===== src/logic/fir_cfg_pkg.sv =====
// Shared widths, register map and types of the FIR configuration block
// Every RTL module of the block imports this package in its header
package fir_cfg_pkg;

  ////////////////////////////////////////////////////////////
  // Widths
  ////////////////////////////////////////////////////////////

  // AXI4-Lite address and data
  typedef logic [11:0] addr_t;
  typedef logic [31:0] data_t;

  // Filter size settings
  typedef logic [9:0] tap_num_t;
  typedef logic [9:0] data_num_t;

  ////////////////////////////////////////////////////////////
  // Register map
  ////////////////////////////////////////////////////////////

  localparam addr_t ADDR_CTRL = 12'h000;  // {ap_idle, ap_done, ap_start}
  localparam addr_t ADDR_TAP  = 12'h010;
  localparam addr_t ADDR_DATA = 12'h014;

  ////////////////////////////////////////////////////////////
  // Structs
  ////////////////////////////////////////////////////////////

  // Target register of one access, all zero when unmapped
  typedef struct packed {
    logic ctrl;
    logic tap;
    logic data;
  } cfg_sel_t;

  // Decoded request from the address channels
  typedef struct packed {
    logic     is_read;
    cfg_sel_t sel;
  } cfg_req_t;

  // Programmed settings toward the sequencer
  typedef struct packed {
    logic      ap_start;
    tap_num_t  tap_num;
    data_num_t data_num;
  } core_cfg_t;

  ////////////////////////////////////////////////////////////
  // FSM states
  ////////////////////////////////////////////////////////////

  // Prefixes keep the two IDLE states apart in one scope
  typedef enum logic [1:0] {SLV_IDLE, SLV_RDATA, SLV_WDATA, SLV_BRESP} slave_state_t;
  typedef enum logic [1:0] {SEQ_IDLE, SEQ_RUN, SEQ_DONE} seq_state_t;

endpackage

===== src/logic/fir_cfg_top.sv =====
// Top level of the FIR configuration block with its AXI4-Lite slave port
// Joins the address decoder, the register slave and the core sequencer
module fir_cfg_top import fir_cfg_pkg::*; (
  input  logic  aclk,
  input  logic  aresetn,
  // Read address channel
  input  addr_t araddr,
  input  logic  arvalid,
  output logic  arready,
  // Read data channel
  output data_t rdata,
  output logic  rvalid,
  input  logic  rready,
  // Write address channel
  input  addr_t awaddr,
  input  logic  awvalid,
  output logic  awready,
  // Write data channel
  input  data_t wdata,
  input  logic  wvalid,
  output logic  wready,
  // Write response channel
  output logic  bvalid,
  input  logic  bready
);

  cfg_req_t  req;
  logic      req_valid;
  logic      addr_accept;
  logic      aw_allow;
  core_cfg_t cfg;
  logic      done;

  ////////////////////////////////////////////////////////////
  // Address side
  ////////////////////////////////////////////////////////////

  fir_addr_decode i_fir_addr_decode (
    .araddr      (araddr),
    .arvalid     (arvalid),
    .awaddr      (awaddr),
    .awvalid     (awvalid),
    .addr_accept (addr_accept),
    .aw_allow    (aw_allow),
    .arready     (arready),
    .awready     (awready),
    .req         (req),
    .req_valid   (req_valid)
  );

  ////////////////////////////////////////////////////////////
  // Registers and core
  ////////////////////////////////////////////////////////////

  fir_cfg_slave i_fir_cfg_slave (
    .aclk        (aclk),
    .aresetn     (aresetn),
    .req         (req),
    .req_valid   (req_valid),
    .addr_accept (addr_accept),
    .aw_allow    (aw_allow),
    .rdata       (rdata),
    .rvalid      (rvalid),
    .rready      (rready),
    .wdata       (wdata),
    .wvalid      (wvalid),
    .wready      (wready),
    .bvalid      (bvalid),
    .bready      (bready),
    .done        (done),
    .cfg         (cfg)
  );

  fir_seq i_fir_seq (
    .aclk    (aclk),
    .aresetn (aresetn),
    .cfg     (cfg),
    .done    (done)
  );

endmodule


===== src/logic/fir_seq.sv =====
// Stand-in for the FIR datapath, busy for tap count times sample count cycles
// Started by ap_start from the slave, answers with a one-cycle done pulse
module fir_seq import fir_cfg_pkg::*; (
  input  logic      aclk,
  input  logic      aresetn,
  input  core_cfg_t cfg,
  output logic      done
);

  seq_state_t state_q;

  // Sizes captured at start
  tap_num_t  tap_q;
  data_num_t smp_q;

  // Position inside the run
  tap_num_t  tap_cnt;
  data_num_t smp_cnt;

  logic last_tap;
  logic last_smp;

  assign last_tap = (tap_cnt == tap_q - tap_num_t'(1));
  assign last_smp = (smp_cnt == smp_q - data_num_t'(1));

  ////////////////////////////////////////////////////////////
  // Sequencer FSM
  ////////////////////////////////////////////////////////////

  always_ff @(posedge aclk or negedge aresetn) begin
    if (!aresetn) begin
      state_q <= SEQ_IDLE;
      tap_cnt <= '0;
      smp_cnt <= '0;
    end else begin
      case (state_q)
        SEQ_IDLE: begin
          tap_cnt <= '0;
          smp_cnt <= '0;
          if (cfg.ap_start) begin
            // Empty filter finishes right away
            if (cfg.tap_num == '0 || cfg.data_num == '0) begin
              state_q <= SEQ_DONE;
            end else begin
              state_q <= SEQ_RUN;
            end
          end
        end
        SEQ_RUN: begin
          // One tap per cycle, samples step on the last tap
          if (last_tap) begin
            tap_cnt <= '0;
            smp_cnt <= smp_cnt + data_num_t'(1);
            if (last_smp) begin
              state_q <= SEQ_DONE;
            end
          end else begin
            tap_cnt <= tap_cnt + tap_num_t'(1);
          end
        end
        SEQ_DONE: state_q <= SEQ_IDLE;
        default:  state_q <= SEQ_IDLE;
      endcase
    end
  end

  // Run sizes latched when the core starts
  always_ff @(posedge aclk) begin
    if (state_q == SEQ_IDLE && cfg.ap_start) begin
      tap_q <= cfg.tap_num;
      smp_q <= cfg.data_num;
    end
  end

  assign done = (state_q == SEQ_DONE);

  // Slave keeps writes out until done has been seen
  a_start_idle: assert property (@(posedge aclk) disable iff (!aresetn)
    cfg.ap_start |-> state_q == SEQ_IDLE)
    else $error("ap_start while the sequencer is running");

endmodule


===== src/logic/fir_cfg_slave.sv =====
// AXI4-Lite slave FSM and configuration registers of the FIR core
// Driven by the address decoder, feeds the programmed settings to the sequencer
module fir_cfg_slave import fir_cfg_pkg::*; (
  input  logic      aclk,
  input  logic      aresetn,
  // Decoded address request
  input  cfg_req_t  req,
  input  logic      req_valid,
  output logic      addr_accept,
  output logic      aw_allow,
  // Read data channel
  output data_t     rdata,
  output logic      rvalid,
  input  logic      rready,
  // Write data channel
  input  data_t     wdata,
  input  logic      wvalid,
  output logic      wready,
  // Write response channel
  output logic      bvalid,
  input  logic      bready,
  // Core side
  input  logic      done,
  output core_cfg_t cfg
);

  slave_state_t state_q;
  slave_state_t state_d;

  cfg_sel_t  sel_q;
  data_t     rdata_q;
  data_t     rdata_d;
  tap_num_t  tap_q;
  data_num_t data_q;

  logic ap_start;
  logic ap_done;
  logic ap_idle;

  logic rd_hs;
  logic wd_hs;
  logic b_hs;

  ////////////////////////////////////////////////////////////
  // Handshakes
  ////////////////////////////////////////////////////////////

  assign rd_hs = rvalid && rready;
  assign wd_hs = wvalid && wready;
  assign b_hs  = bvalid && bready;

  ////////////////////////////////////////////////////////////
  // FSM
  ////////////////////////////////////////////////////////////

  always_comb begin
    state_d = state_q;
    case (state_q)
      SLV_IDLE: begin
        // req_valid only comes while addr_accept is high
        if (req_valid) begin
          state_d = req.is_read ? SLV_RDATA : SLV_WDATA;
        end
      end
      SLV_RDATA: begin
        if (rd_hs) begin
          state_d = SLV_IDLE;
        end
      end
      SLV_WDATA: begin
        if (wd_hs) begin
          state_d = SLV_BRESP;
        end
      end
      SLV_BRESP: begin
        if (b_hs) begin
          state_d = SLV_IDLE;
        end
      end
      default: state_d = SLV_IDLE;
    endcase
  end

  always_ff @(posedge aclk or negedge aresetn) begin
    if (!aresetn) begin
      state_q <= SLV_IDLE;
    end else begin
      state_q <= state_d;
    end
  end

  // Target register, held for the whole transaction
  always_ff @(posedge aclk or negedge aresetn) begin
    if (!aresetn) begin
      sel_q <= '0;
    end else if (rd_hs || b_hs) begin
      sel_q <= '0;
    end else if (req_valid) begin
      sel_q <= req.sel;
    end
  end

  ////////////////////////////////////////////////////////////
  // Configuration registers
  ////////////////////////////////////////////////////////////

  // Start is a single-cycle pulse after the data handshake
  always_ff @(posedge aclk or negedge aresetn) begin
    if (!aresetn) begin
      ap_start <= 1'b0;
    end else begin
      ap_start <= wd_hs && sel_q.ctrl && wdata[0];
    end
  end

  // Done drops at start and comes back with the sequencer pulse
  always_ff @(posedge aclk or negedge aresetn) begin
    if (!aresetn) begin
      ap_done <= 1'b1;
    end else if (ap_start) begin
      ap_done <= 1'b0;
    end else if (done) begin
      ap_done <= 1'b1;
    end
  end

  assign ap_idle = ap_start ? 1'b0 : ap_done;

  // Sizes take the low bits of the write data
  always_ff @(posedge aclk or negedge aresetn) begin
    if (!aresetn) begin
      tap_q  <= '0;
      data_q <= '0;
    end else if (wd_hs) begin
      if (sel_q.tap) begin
        tap_q <= wdata[$bits(tap_num_t)-1:0];
      end
      if (sel_q.data) begin
        data_q <= wdata[$bits(data_num_t)-1:0];
      end
    end
  end

  ////////////////////////////////////////////////////////////
  // Read path
  ////////////////////////////////////////////////////////////

  // Unmapped addresses read as zero
  always_comb begin
    rdata_d = '0;
    if (req.sel.ctrl) begin
      rdata_d = data_t'({ap_idle, ap_done, ap_start});
    end else if (req.sel.tap) begin
      rdata_d = data_t'(tap_q);
    end else if (req.sel.data) begin
      rdata_d = data_t'(data_q);
    end
  end

  // Sampled at the address handshake so it stays put under back-pressure
  always_ff @(posedge aclk) begin
    if (req_valid && req.is_read) begin
      rdata_q <= rdata_d;
    end
  end

  ////////////////////////////////////////////////////////////
  // Outputs
  ////////////////////////////////////////////////////////////

  assign addr_accept = (state_q == SLV_IDLE);
  assign aw_allow    = ap_idle;
  assign rdata       = rdata_q;
  assign rvalid      = (state_q == SLV_RDATA);
  assign wready      = (state_q == SLV_WDATA);
  assign bvalid      = (state_q == SLV_BRESP);

  assign cfg.ap_start = ap_start;
  assign cfg.tap_num  = tap_q;
  assign cfg.data_num = data_q;

  // Read data holds until the master takes it
  a_rdata_hold: assert property (@(posedge aclk) disable iff (!aresetn)
    rvalid && !rready |=> rvalid && $stable(rdata))
    else $error("rvalid or rdata changed before the handshake");

  // A write can only reach the data phase with the core idle
  a_wready_idle: assert property (@(posedge aclk) disable iff (!aresetn)
    wready |-> ap_idle)
    else $error("wready high while the core is busy");

endmodule


===== src/logic/fir_addr_decode.sv =====
// Address channel arbiter and register decoder for the FIR configuration slave
// Purely combinational, sits between the AXI address channels and the slave FSM
module fir_addr_decode import fir_cfg_pkg::*; (
  // Read address channel
  input  addr_t    araddr,
  input  logic     arvalid,
  // Write address channel
  input  addr_t    awaddr,
  input  logic     awvalid,
  // Flow control from the slave
  input  logic     addr_accept,
  input  logic     aw_allow,
  // Ready back to the master
  output logic     arready,
  output logic     awready,
  // Decoded request
  output cfg_req_t req,
  output logic     req_valid
);

  addr_t addr;

  ////////////////////////////////////////////////////////////
  // Arbitration and decode
  ////////////////////////////////////////////////////////////

  always_comb begin
    // Reads win over writes in the same cycle
    arready = addr_accept && arvalid;
    // Writes also wait for an idle core
    awready = addr_accept && aw_allow && awvalid && !arvalid;

    // Address of the winning channel
    addr        = arvalid ? araddr : awaddr;
    req.is_read = arvalid;

    // Map lookup
    req.sel.ctrl = (addr == ADDR_CTRL);
    req.sel.tap  = (addr == ADDR_TAP);
    req.sel.data = (addr == ADDR_DATA);

    // One cycle per address handshake
    req_valid = (arvalid && arready) || (awvalid && awready);
  end

endmodule


===== config.mk =====
export PLATFORM = sky130hd
export DESIGN_NAME = fir_cfg_top
export DESIGN_NICKNAME = d
export VERILOG_FILES = /design/src/logic/fir_cfg_pkg.sv /design/src/logic/fir_cfg_top.sv /design/src/logic/fir_seq.sv /design/src/logic/fir_cfg_slave.sv /design/src/logic/fir_addr_decode.sv
export SDC_FILE = /design/constraint.sdc
export NUM_CORES = 1
export LEC_CHECK = 0
export BUFFER_PORTS_ARGS = -buffer_cell sky130_fd_sc_hd__buf_2
export CAP_MARGIN = 0
export CORE_MARGIN = 2
export CORE_UTILIZATION = 40
export CTS_CLUSTER_SIZE = 10
export DETAILED_ROUTE_END_ITERATION = 12
export PLACE_DENSITY = 0.63
export SYNTH_ARGS = -nofsm -noshare
export SYNTH_HDL_FRONTEND = slang
export SYNTH_SLANG_ARGS = --single-unit

===== constraint.sdc =====
create_clock -name aclk -period 3.4 [get_ports aclk]
set_input_delay 0.17 -clock aclk [delete_from_list [all_inputs] [get_ports aclk]]
set_output_delay 0.17 -clock aclk [all_outputs]
set_load 0.1 [all_outputs]

==> impl_metrics.toml, run 1 <==
[drt]
wire_per_inst_um = 15.2
wirelength_um = 9730
drt_pre_antenna_iters = 6
drcViolationCount = 0
num_vias = 3489
routed_via_density = 5.46
first_iter_violations = 150
drtAntennaViolNets = 0

[place]
port_buffers = 55
gp_congestion = 0.893
dp.cells = 622
place_area_um2 = 4750
hpwl_um = 7220

[sta]
rsz0062_at_grt = "false"
period_share = 0.862
fin_skew_ns = 0.0115
finalSetupTns_ns = 0
slew_violations = 0
period_needed_ns = 2.93
final-setup-viol-count = 0
slew_headroom = 0.366
hold_viol_final = 0
max_freq_mhz = 341
worst_pin_slew_ns = 0.950

[floorplanning]
design.core.area_um2 = 10800
dieArea_um2 = 11900
fp.dieW_um = 109
die_h_um = 109
row_count = 38
ios = 100
start_util = 0.409

[clocking]
postCtsSetupBuffers = 0
cts.sinks = 79
cts_max_level = 3
tritoncts = "yes"
clock-root-buffer = "clkbuf_8"
insertion_delay_ns = 0.37
path_clk_slew_ns = 0.10
clock_path_buffers = 2
cts_buffers = 9

[critical_path]
cp.arrival_ns = 3.22
crit_path_max_fanout = 11
endpoint_kind = "flop"
crit_required_ns = 3.69
crit_path_start_kind = "flop"
reg2reg_depth = 9
criticalPathCategory = "reg -> reg"

[global_routing]
grt_pass1_vias = 3250
grt_max_degree = 41
grt_overflow = 0
track_usage = 0.174
grt_pass1_wl_um = 16000
antenna_found_initial = 0

[synthesis]
async_flop_share = 0.620
synth_top_flop_cell = "dfrtp_1"
synth-seq-cells = 79
yosys_warnings = 0
synth.avg_cell_area_um2 = 9.98
synth_edf_count = 30
synth_cells = 444
yosys.cell_types.count = 57
synth-seq-area-share = 0.480
synth_area_um2 = 4430

[finish]
antennaDiodeCount = 0
drive_above_1_share = 0.216
layout.cells.non_filler = 639
area_delta_synth_final_pct = 12.0
design_area_um2 = 4960
nets = 561
final_core_util = 0.458

[hold_path]
hold_depth = 2
hold_path.class = "in -> reg"

[power_and_ir_drop]
power.density_nw_per_um2 = 399
ir_drop_v = 0.000198
p_leak_nw = 2.00

[run]
drv_cap = 0

[outcome]
status = "finished clean"
[cell type report]
cell class              instances  area (um^2)
clock inverters                 7         81.3
multi-input cells             333         2100
well taps                     140          175
flip-flops and latches         79         2130
clock buffers                   9          124
inverters                      11         41.3
repair buffers                 60          315
fillers                      1037         5880
[final timing paths]
kind	start	to	slack [ns]
min reg2reg	i_fir_cfg_slave.sel_q[0]	i_fir_cfg_slave.sel_q[0]	0.50
min in group asynchronous	aresetn	i_fir_seq.tap_cnt[5]	0.48
max in group asynchronous	aresetn	i_fir_cfg_slave.data_q[9]	2.21
max	i_fir_seq.tap_q[0]	i_fir_seq.tap_cnt[9]	0.47
min	wdata[2]	i_fir_cfg_slave.tap_q[2]	0.03
max reg2reg	i_fir_seq.tap_q[0]	i_fir_seq.tap_cnt[9]	0.47
[flip-flops by register name (all words and copies together) (netlist names)]
signal / count
i_fir_seq.smp_q: 10
i_fir_seq.state_q: 2
i_fir_cfg_slave.state_q: 2
i_fir_seq.tap_cnt: 10
i_fir_cfg_slave.sel_q: 3
i_fir_seq.smp_cnt: 10
i_fir_cfg_slave.rdata: 10
i_fir_cfg_slave.tap_q: 10
i_fir_cfg_slave.data_q: 10
i_fir_seq.tap_q: 10
i_fir_cfg_slave.ap_done: 1
i_fir_cfg_slave.ap_start: 1
[critical path, stage by stage, from the launching register on]
cell and delay, ns:
edfxtp_1 0.45, inv_1 0.09, ha_1 0.24, nor4b_2 0.45
mux2i_1 0.24, o21ai_1 0.08, a31oi_2 0.34, o21ai_1 0.34
or4_1 0.53, o21ai_0 0.09
[placed cells by master, fill, tap and decap left out, drive strengths merged, types with 2 or more instances in the layout]
master  instances
a211o           2
a21o            4
a21oi          25
a221o           2
a31oi           5
and2            4
buf            59
clkbuf          9
clkinv          2
conb           22
dfrtp          48
edfxtp         30
ha              4
inv            16
mux2           23
mux2i           7
nand2          59
nand2b          3
nand3          21
nand3b          3
nand4           5
nor2           22
nor2b           6
nor3           15
nor3b           3
nor4           12
nor4b           7
o211ai          5
o21ai          19
o311ai          3
or2             3
or3             4
or4             6
xnor2          22
xor2            6
[stage by stage]
| step | total power [W] | hold WS, ns | setup WS [ns] |
|---|---|---|---|
| 5_1_grt | 0.00206 | 0.0154 | 0.139 |
| 3_3_place_gp | 0.00127 | 0.368 | 0.375 |
| 2_1_floorplan | 0.00124 | -0.126 | 0.424 |
| 4_1_cts | 0.00200 | 0.0207 | 0.187 |
| 3_5_place_dp | 0.00128 | 0.377 | 0.236 |
| 6_report | 0.00198 | 0.0341 | 0.469 |
[kinds of logic after synthesis]
family,share of synthesized area
AND/OR/NAND/NOR,0.207
flip-flops,0.480
AO/OA/AOI/OAI,0.106
buffers and inverters,0.0658
multiplexers,0.0742
XOR/XNOR,0.0553
adder cells (fa/ha/maj),0.0113
other,0.000846
[metal layers]
metal  GRT usage  share of wire  up-vias
li1            -              -     1655
met1       0.222           0.42     1654
met2       0.297           0.50      156
met3      0.0293          0.065       24
met4      0.0669          0.019        0
met5           0              0        -
[cells in the mapped netlist, types with 7 or more instances]
cell type  number  area, um^2
a21oi_1        25         125
buf_4          22         165
clkbuf_1       15        56.3
dfrtp_1        48        1200
edfxtp_1       30         901
inv_1          11        41.3
mux2_2         23         259
mux2i_1         7        70.1
nand2_1        59         221
nand3_1        21         105
nor2_1         22        82.6
nor3_1         14        70.1
nor4_1         12        75.1
o21ai_0        17        85.1
xnor2_1        22         193
[report_power, final]
group	switching (W)	internal [W]	total (W)	leakage, nW
Clock	0.000428	0.000296	0.000723	0.104
Combinational	0.000221	0.0000343	0.000255	0.987
Sequential	0.00000728	0.000993	0.00100	0.913
Total	0.000656	0.00132	0.00198	2.00
[repair_timing]
action	4_1_cts	5_1_grt
resized for setup	0	1
hold buffers	1	0
setup endpoints to repair	0	7
endpoints found under the hold margin	38	0
Note: power is estimated with default switching activity, not from simulation.
==> run 2, diff against run 1 <==
- BUFFER_PORTS_ARGS: -buffer_cell sky130_fd_sc_hd__buf_2 -> not set
- CORE_MARGIN: 2 -> 5
- DONT_BUFFER_PORTS: not set -> 1
- PLACE_DENSITY: 0.63 -> 0.55
- TNS_END_PERCENT: not set -> 1
==> run 2 against run 1 <==
The run now ends with hold timing left. Sequential power rose by 5%. First-iteration DRC count down 29%. Sequential cell count is the same. Register-to-register slack better by 0.03 ns. Clock-buffer cell count is the same. Via count shrank 7.5%. Critical path depth is 1 higher. Clock power down 4.0%. Worst setup slack better by 0.031 ns. Combinational power is 23% lower. Non-clock buffer count down 39.
==> impl_metrics.toml, run 2 (synthesis gave the netlist of run 1 again) <==
[global_routing]
grt_pass1_wl_um = 15400
antenna_found_initial = 0
grt_overflow = 0
grt_pass1_vias = 3092
grt_max_degree = 50
track_usage = 0.148

[sta]
period_needed_ns = 2.90
holdWs_ns = -0.00164
rsz0062_at_grt = "false"
slew_violations = 0
finalSetupTns_ns = 0
hold_viol_final = 1
max_freq_mhz = 345
worst_pin_slew_ns = 1.05
final-setup-viol-count = 0
period_share = 0.853
fin_skew_ns = 0.00933
slew_headroom = 0.294

[critical_path]
criticalPathCategory = "reg -> reg"
cp_slowest_cell = "nor4b_2"
crit_path_start_kind = "flop"
crit_required_ns = 3.69
cpMostUsedCell = "o21ai_0"
cp.arrival_ns = 3.19
startpoint = "i_fir_seq.tap_q[0]"
crit_chain = "inv_1 > ha_1 > nor4b_2 > mux2i_1 > o21ai_1 > a31oi_2 > o21ai_0 > buf_4 > or4_1 > o21ai_0"
r2r_start = "i_fir_seq.tap_q[0]"
endpoint_kind = "flop"
crit_path_max_incr_delay_ns = 0.49
crit_path_max_fanout = 11

[outcome]
violations = "hold timing"
status = "finished, violations left"

[finish]
multi_input_area_um2 = 2120
area_delta_synth_final_pct = 10.0
seq_area_um2 = 2130
nets = 522
antennaDiodeCount = 0
drive_above_1_share = 0.128
layout.cells.non_filler = 600
n_fill_cell = 1040
mostFrequentLayoutCell = "nand2_1"
final_cell_mix = "59 x nand2_1, 48 x dfrtp_1, 30 x edfxtp_1"

[floorplanning]
design.core.area_um2 = 10800
die_h_um = 115
fp.dieW_um = 115
start_util = 0.409
dieArea_um2 = 13300
ios = 100
row_count = 38

[drt]
num_vias = 3226
drtAntennaViolNets = 0
routed_via_density = 5.38
wire_per_inst_um = 16.1
drcViolationCount = 0
wirelength_um = 9670
first_iter_violations = 106
drt_pre_antenna_iters = 5

[clocking]
tritoncts = "yes"
path_clk_slew_ns = 0.10
insertion_delay_ns = 0.37
clock-root-buffer = "clkbuf_8"
cts_buffers = 9
cts.sinks = 79
postCtsSetupBuffers = 0
cts_max_level = 3
clock_path_buffers = 2

[power_and_ir_drop]
p_leak_nw = 1.86
ir_drop_v = 0.000248
power.density_nw_per_um2 = 398

[place]
hpwl_um = 6890
port_buffers = 0
gp_congestion = 0.761
dp.cells = 569

[hold_path]
hold_path.class = "in -> reg"
min_from = "bready"

[run]
drv_cap = 0
==> run 2: cell types whose count changed in the layout (fill, tap and decap cells not counted), sizes merged <==
cell,delta
clkbuf,+1
dlygate4sd3,+13
buf,-53
inv,+1
clkinv,-1
==> run 2: worst paths after layout <==
kind	to	slack (ns)	depth (start not counted)
worst max register to register	i_fir_seq.tap_cnt[9]	0.50	10
worst max-delay path	i_fir_seq.tap_cnt[9]	0.50	10
worst min-delay path	i_fir_cfg_slave.state_q[1]	-0.002	3
worst min register to register	i_fir_cfg_slave.sel_q[0]	0.50	2
max in group asynchronous	i_fir_cfg_slave.ap_done	2.81	2
min in group asynchronous	i_fir_seq.tap_cnt[6]	0.30	2
==> run 2: critical path: cells and delay by family (launching register included) <==
kind / cells / cell delay [ns]
and+or+nand+nor: 2 / 0.95
AOI/OAI and AO/OA: 4 / 0.64
DFF: 1 / 0.45
buffers and inverters: 2 / 0.30
adders and majority gates: 1 / 0.24
muxes: 1 / 0.24
==> run 2: cell type report <==
class                           instances  share of cell area
Inverter                               11             0.00846
Tap cell                              140              0.0359
Multi-Input combinational cell        333               0.434
Clock inverter                          7              0.0128
Clock buffer                            9              0.0254
Sequential cell                        79               0.436
Timing Repair Buffer                   21              0.0472
==> run 2: through the flow <==
stage | setup slack, ns | hold WS (ns) | instance area [um^2] | total power [W] | util
floorplan | 0.424 | -0.126 | 4520 | 0.00124 | -
global placement | 0.586 | -0.123 | 4520 | 0.00124 | 0.417
detailed placement | 0.506 | -0.123 | 4520 | 0.00124 | 0.417
CTS | 0.496 | 0.000676 | 4880 | 0.00195 | 0.450
global route | 0.241 | 0.0156 | 4880 | 0.00201 | 0.450
finish | 0.500 | -0.00164 | 4880 | 0.00194 | 0.450
==> run 2: routing by layer <==
metal	track usage	routed length [um]	vias to the layer above
li1	-	-	1579
met1	0.199	4410	1565
met2	0.236	4660	67
met3	0.0305	429	15
met4	0.0556	172	0
met5	0	0	-
==> run 2: power breakdown <==
group | leakage, nW | total [W] | internal [W] | switching (W)
Sequential | 0.913 | 0.00105 | 0.000994 | 0.0000586
Clock | 0.0988 | 0.000694 | 0.000285 | 0.000409
Combinational | 0.850 | 0.000196 | 0.0000311 | 0.000165
Total | 1.86 | 0.00194 | 0.00131 | 0.000632
==> run 2: what timing repair did <==
| item | CTS | global route |
|---|---|---|
| hold buffers | 15 | 0 |
| endpoints found under the hold margin | 72 | 0 |
| gates resized for setup | 0 | 0 |
==> run 3, diff against run 2 <==
--- a/config.mk
+++ b/config.mk
@@ -7,3 +7,3 @@
 export LEC_CHECK = 0
-export CAP_MARGIN = 0
+export CAP_MARGIN = 20
 export CORE_MARGIN = 5
==> constraint.sdc (replaced) <==
create_clock -name aclk -period 2.82 [get_ports aclk]
set_input_delay 0 -clock aclk [delete_from_list [all_inputs] [get_ports aclk]]
set_output_delay 0 -clock aclk [all_outputs]
set_load 0.1 [all_outputs]
==> run 3 against run 2 <==
The run now ends clean. Clock skew decreased by 0.0011 ns. Clock-buffer cell count up 1. Sequential power up 21%. Worst setup slack worse by 0.29 ns. Maximum frequency grew 11%. Wire length increased by 0.73%.
==> impl_metrics.toml, run 3 (synthesis gave the netlist of run 1 again) <==
[sta]
period_needed_ns = 2.61
worst_pin_slew_ns = 0.964
slew_headroom = 0.362
final-setup-viol-count = 0
hold_viol_final = 0
rsz0062_at_grt = "false"
period_share = 0.924
finalSetupTns_ns = 0
slew_violations = 0
worst_slack_ns = 0.213
fin_skew_ns = 0.00821
max_freq_mhz = 384

[critical_path]
crit_path_max_incr_delay_ns = 0.51
cp_slowest_cell = "or4_1"
endpoint_kind = "flop"
crit_required_ns = 3.12
crit_chain = "inv_1 > ha_1 > o21ba_1 > a221o_1 > a32oi_1 > nand4_2 > or2_4 > or4_1 > nand3_1"
crit_buf_inv = 1
criticalPathCategory = "reg -> reg"
cp.arrival_ns = 2.91
crit_path_max_fanout = 14
crit_family = "simple AND/OR/NAND/NOR gates"
crit_path_start_kind = "flop"

[floorplanning]
ios = 100
start_util = 0.409
row_count = 38
fp.dieW_um = 115
design.core.area_um2 = 10800
die_h_um = 115
dieArea_um2 = 13300

[place]
hpwl_um = 7020
gp_congestion = 0.782
port_buffers = 0
post-place-ws_ns = 0.166

[global_routing]
grt_overflow = 0
grt_pass1_vias = 3104
track_usage = 0.153
grt_max_degree = 50
antenna_found_initial = 0
grt_pass1_wl_um = 16000

[power_and_ir_drop]
power.density_nw_per_um2 = 488
ir_drop_v = 0.000326
power_frac_seq = 0.523
switchingPower_w = 0.000739
intPower_w = 0.00169
switching_share = 0.304
p_leak_nw = 1.92
clkPwrFrac = 0.377
power_w = 0.00243
pwr-share-comb = 0.100

[finish]
final_cell_mix = "59 x nand2_1, 48 x dfrtp_1, 30 x edfxtp_1"
area_delta_synth_final_pct = 12.3
nets = 531
n_fill_cell = 1053
multi_input_area_um2 = 2120
drive_above_1_share = 0.141
seq_area_um2 = 2130
mostFrequentLayoutCell = "nand2_1"
antennaDiodeCount = 0

[hold_path]
hold_path.class = "in -> reg"

[drt]
met1_length_um = 4450
wire_per_inst_um = 16.0
drt_pre_antenna_iters = 4
drtAntennaViolNets = 0
route.met3.wl_um = 460
drcViolationCount = 0
routed-wl-met2_um = 4610
highest_layer = "met4"
first_iter_violations = 73
wirelength_um = 9740
routed_via_density = 5.33
num_vias = 3245

[clocking]
cts_resized = 0
cts.sinks = 79
clock_path_buffers = 2
insertion_delay_ns = 0.36
cts_max_level = 3
clock-root-buffer = "clkbuf_8"
tritoncts = "yes"
cts_buffers = 9
path_clk_slew_ns = 0.09

[run]
drv_cap = 0

[outcome]
status = "finished clean"
-- run 3: cell types whose count changed in the layout (fill, tap and decap cells not counted), moves of 2 or more --
cell,change
buf_4,+7
clkinv_4,+3
inv_6,-3
dlygate4sd3_1,+2
-- run 3: metal layers --
metal,global-route usage,vias to the layer above
met5,0,-
met4,0.0665,0
met3,0.0305,13
met2,0.236,72
met1,0.208,1549
li1,-,1611
-- run 3: path summary, 6_finish.rpt --
| path | startpoint | end | slack (ns) | depth (start not counted) |
|---|---|---|---|---|
| max | i_fir_seq.tap_q[1] | i_fir_seq.smp_cnt[3] | 0.21 | 9 |
| min | arvalid | i_fir_cfg_slave.rdata[2] | 0.02 | 1 |
| max reg2reg | i_fir_seq.tap_q[1] | i_fir_seq.smp_cnt[3] | 0.21 | 9 |
| min reg2reg | i_fir_cfg_slave.sel_q[0] | i_fir_cfg_slave.sel_q[0] | 0.49 | 2 |
| max in group asynchronous | aresetn | i_fir_cfg_slave.ap_done | 2.38 | 2 |
| min in group asynchronous | aresetn | i_fir_seq.tap_cnt[4] | 0.14 | 2 |
-- run 3: worst register-to-register path, stage by stage (launching register included) --
cell	delay [ns]
edfxtp_1	0.37
inv_1	0.05
ha_1	0.24
o21ba_1	0.19
a221o_1	0.34
a32oi_1	0.20
nand4_2	0.20
or2_4	0.35
or4_1	0.52
nand3_1	0.09
-- run 3: timing repair --
item | CTS | global route
endpoints found under the hold margin | 72 | 0
hold buffers | 17 | 0
setup buffers | 0 | 1
setup endpoints to repair | 0 | 1
-- run 3: area by class of cell --
cell class	instances	area share
sequential	79	0.427
multi-input combinational	333	0.425
timing repair buffer	30	0.0608
tap	140	0.0352
clock buffer	10	0.0276
clock inverter	6	0.0153
inverter	11	0.00829
-- run 3: power by group through the flow --
| stage | clock network (W) | registers, W | logic (W) |
|---|---|---|---|
| after floorplan | 0 | 0.00128 | 0.000212 |
| final | 0.000916 | 0.00127 | 0.000242 |
| after global routing | 0.000982 | 0.00127 | 0.000255 |
| after global placement | 0 | 0.00129 | 0.000202 |
| after detailed placement | 0 | 0.00129 | 0.000202 |
| after CTS | 0.000931 | 0.00127 | 0.000244 |
-- run 3: stage by stage --
stage	cells	instance area (um^2)	hold WS [ns]	utilization
floorplan	465	4520	-0.296	-
global placement	575	4570	-0.293	0.422
detailed placement	575	4570	-0.293	0.422
CTS	608	4970	0.00304	0.459
global route	609	4980	0.0114	0.459
finish	609	4980	0.0173	0.459
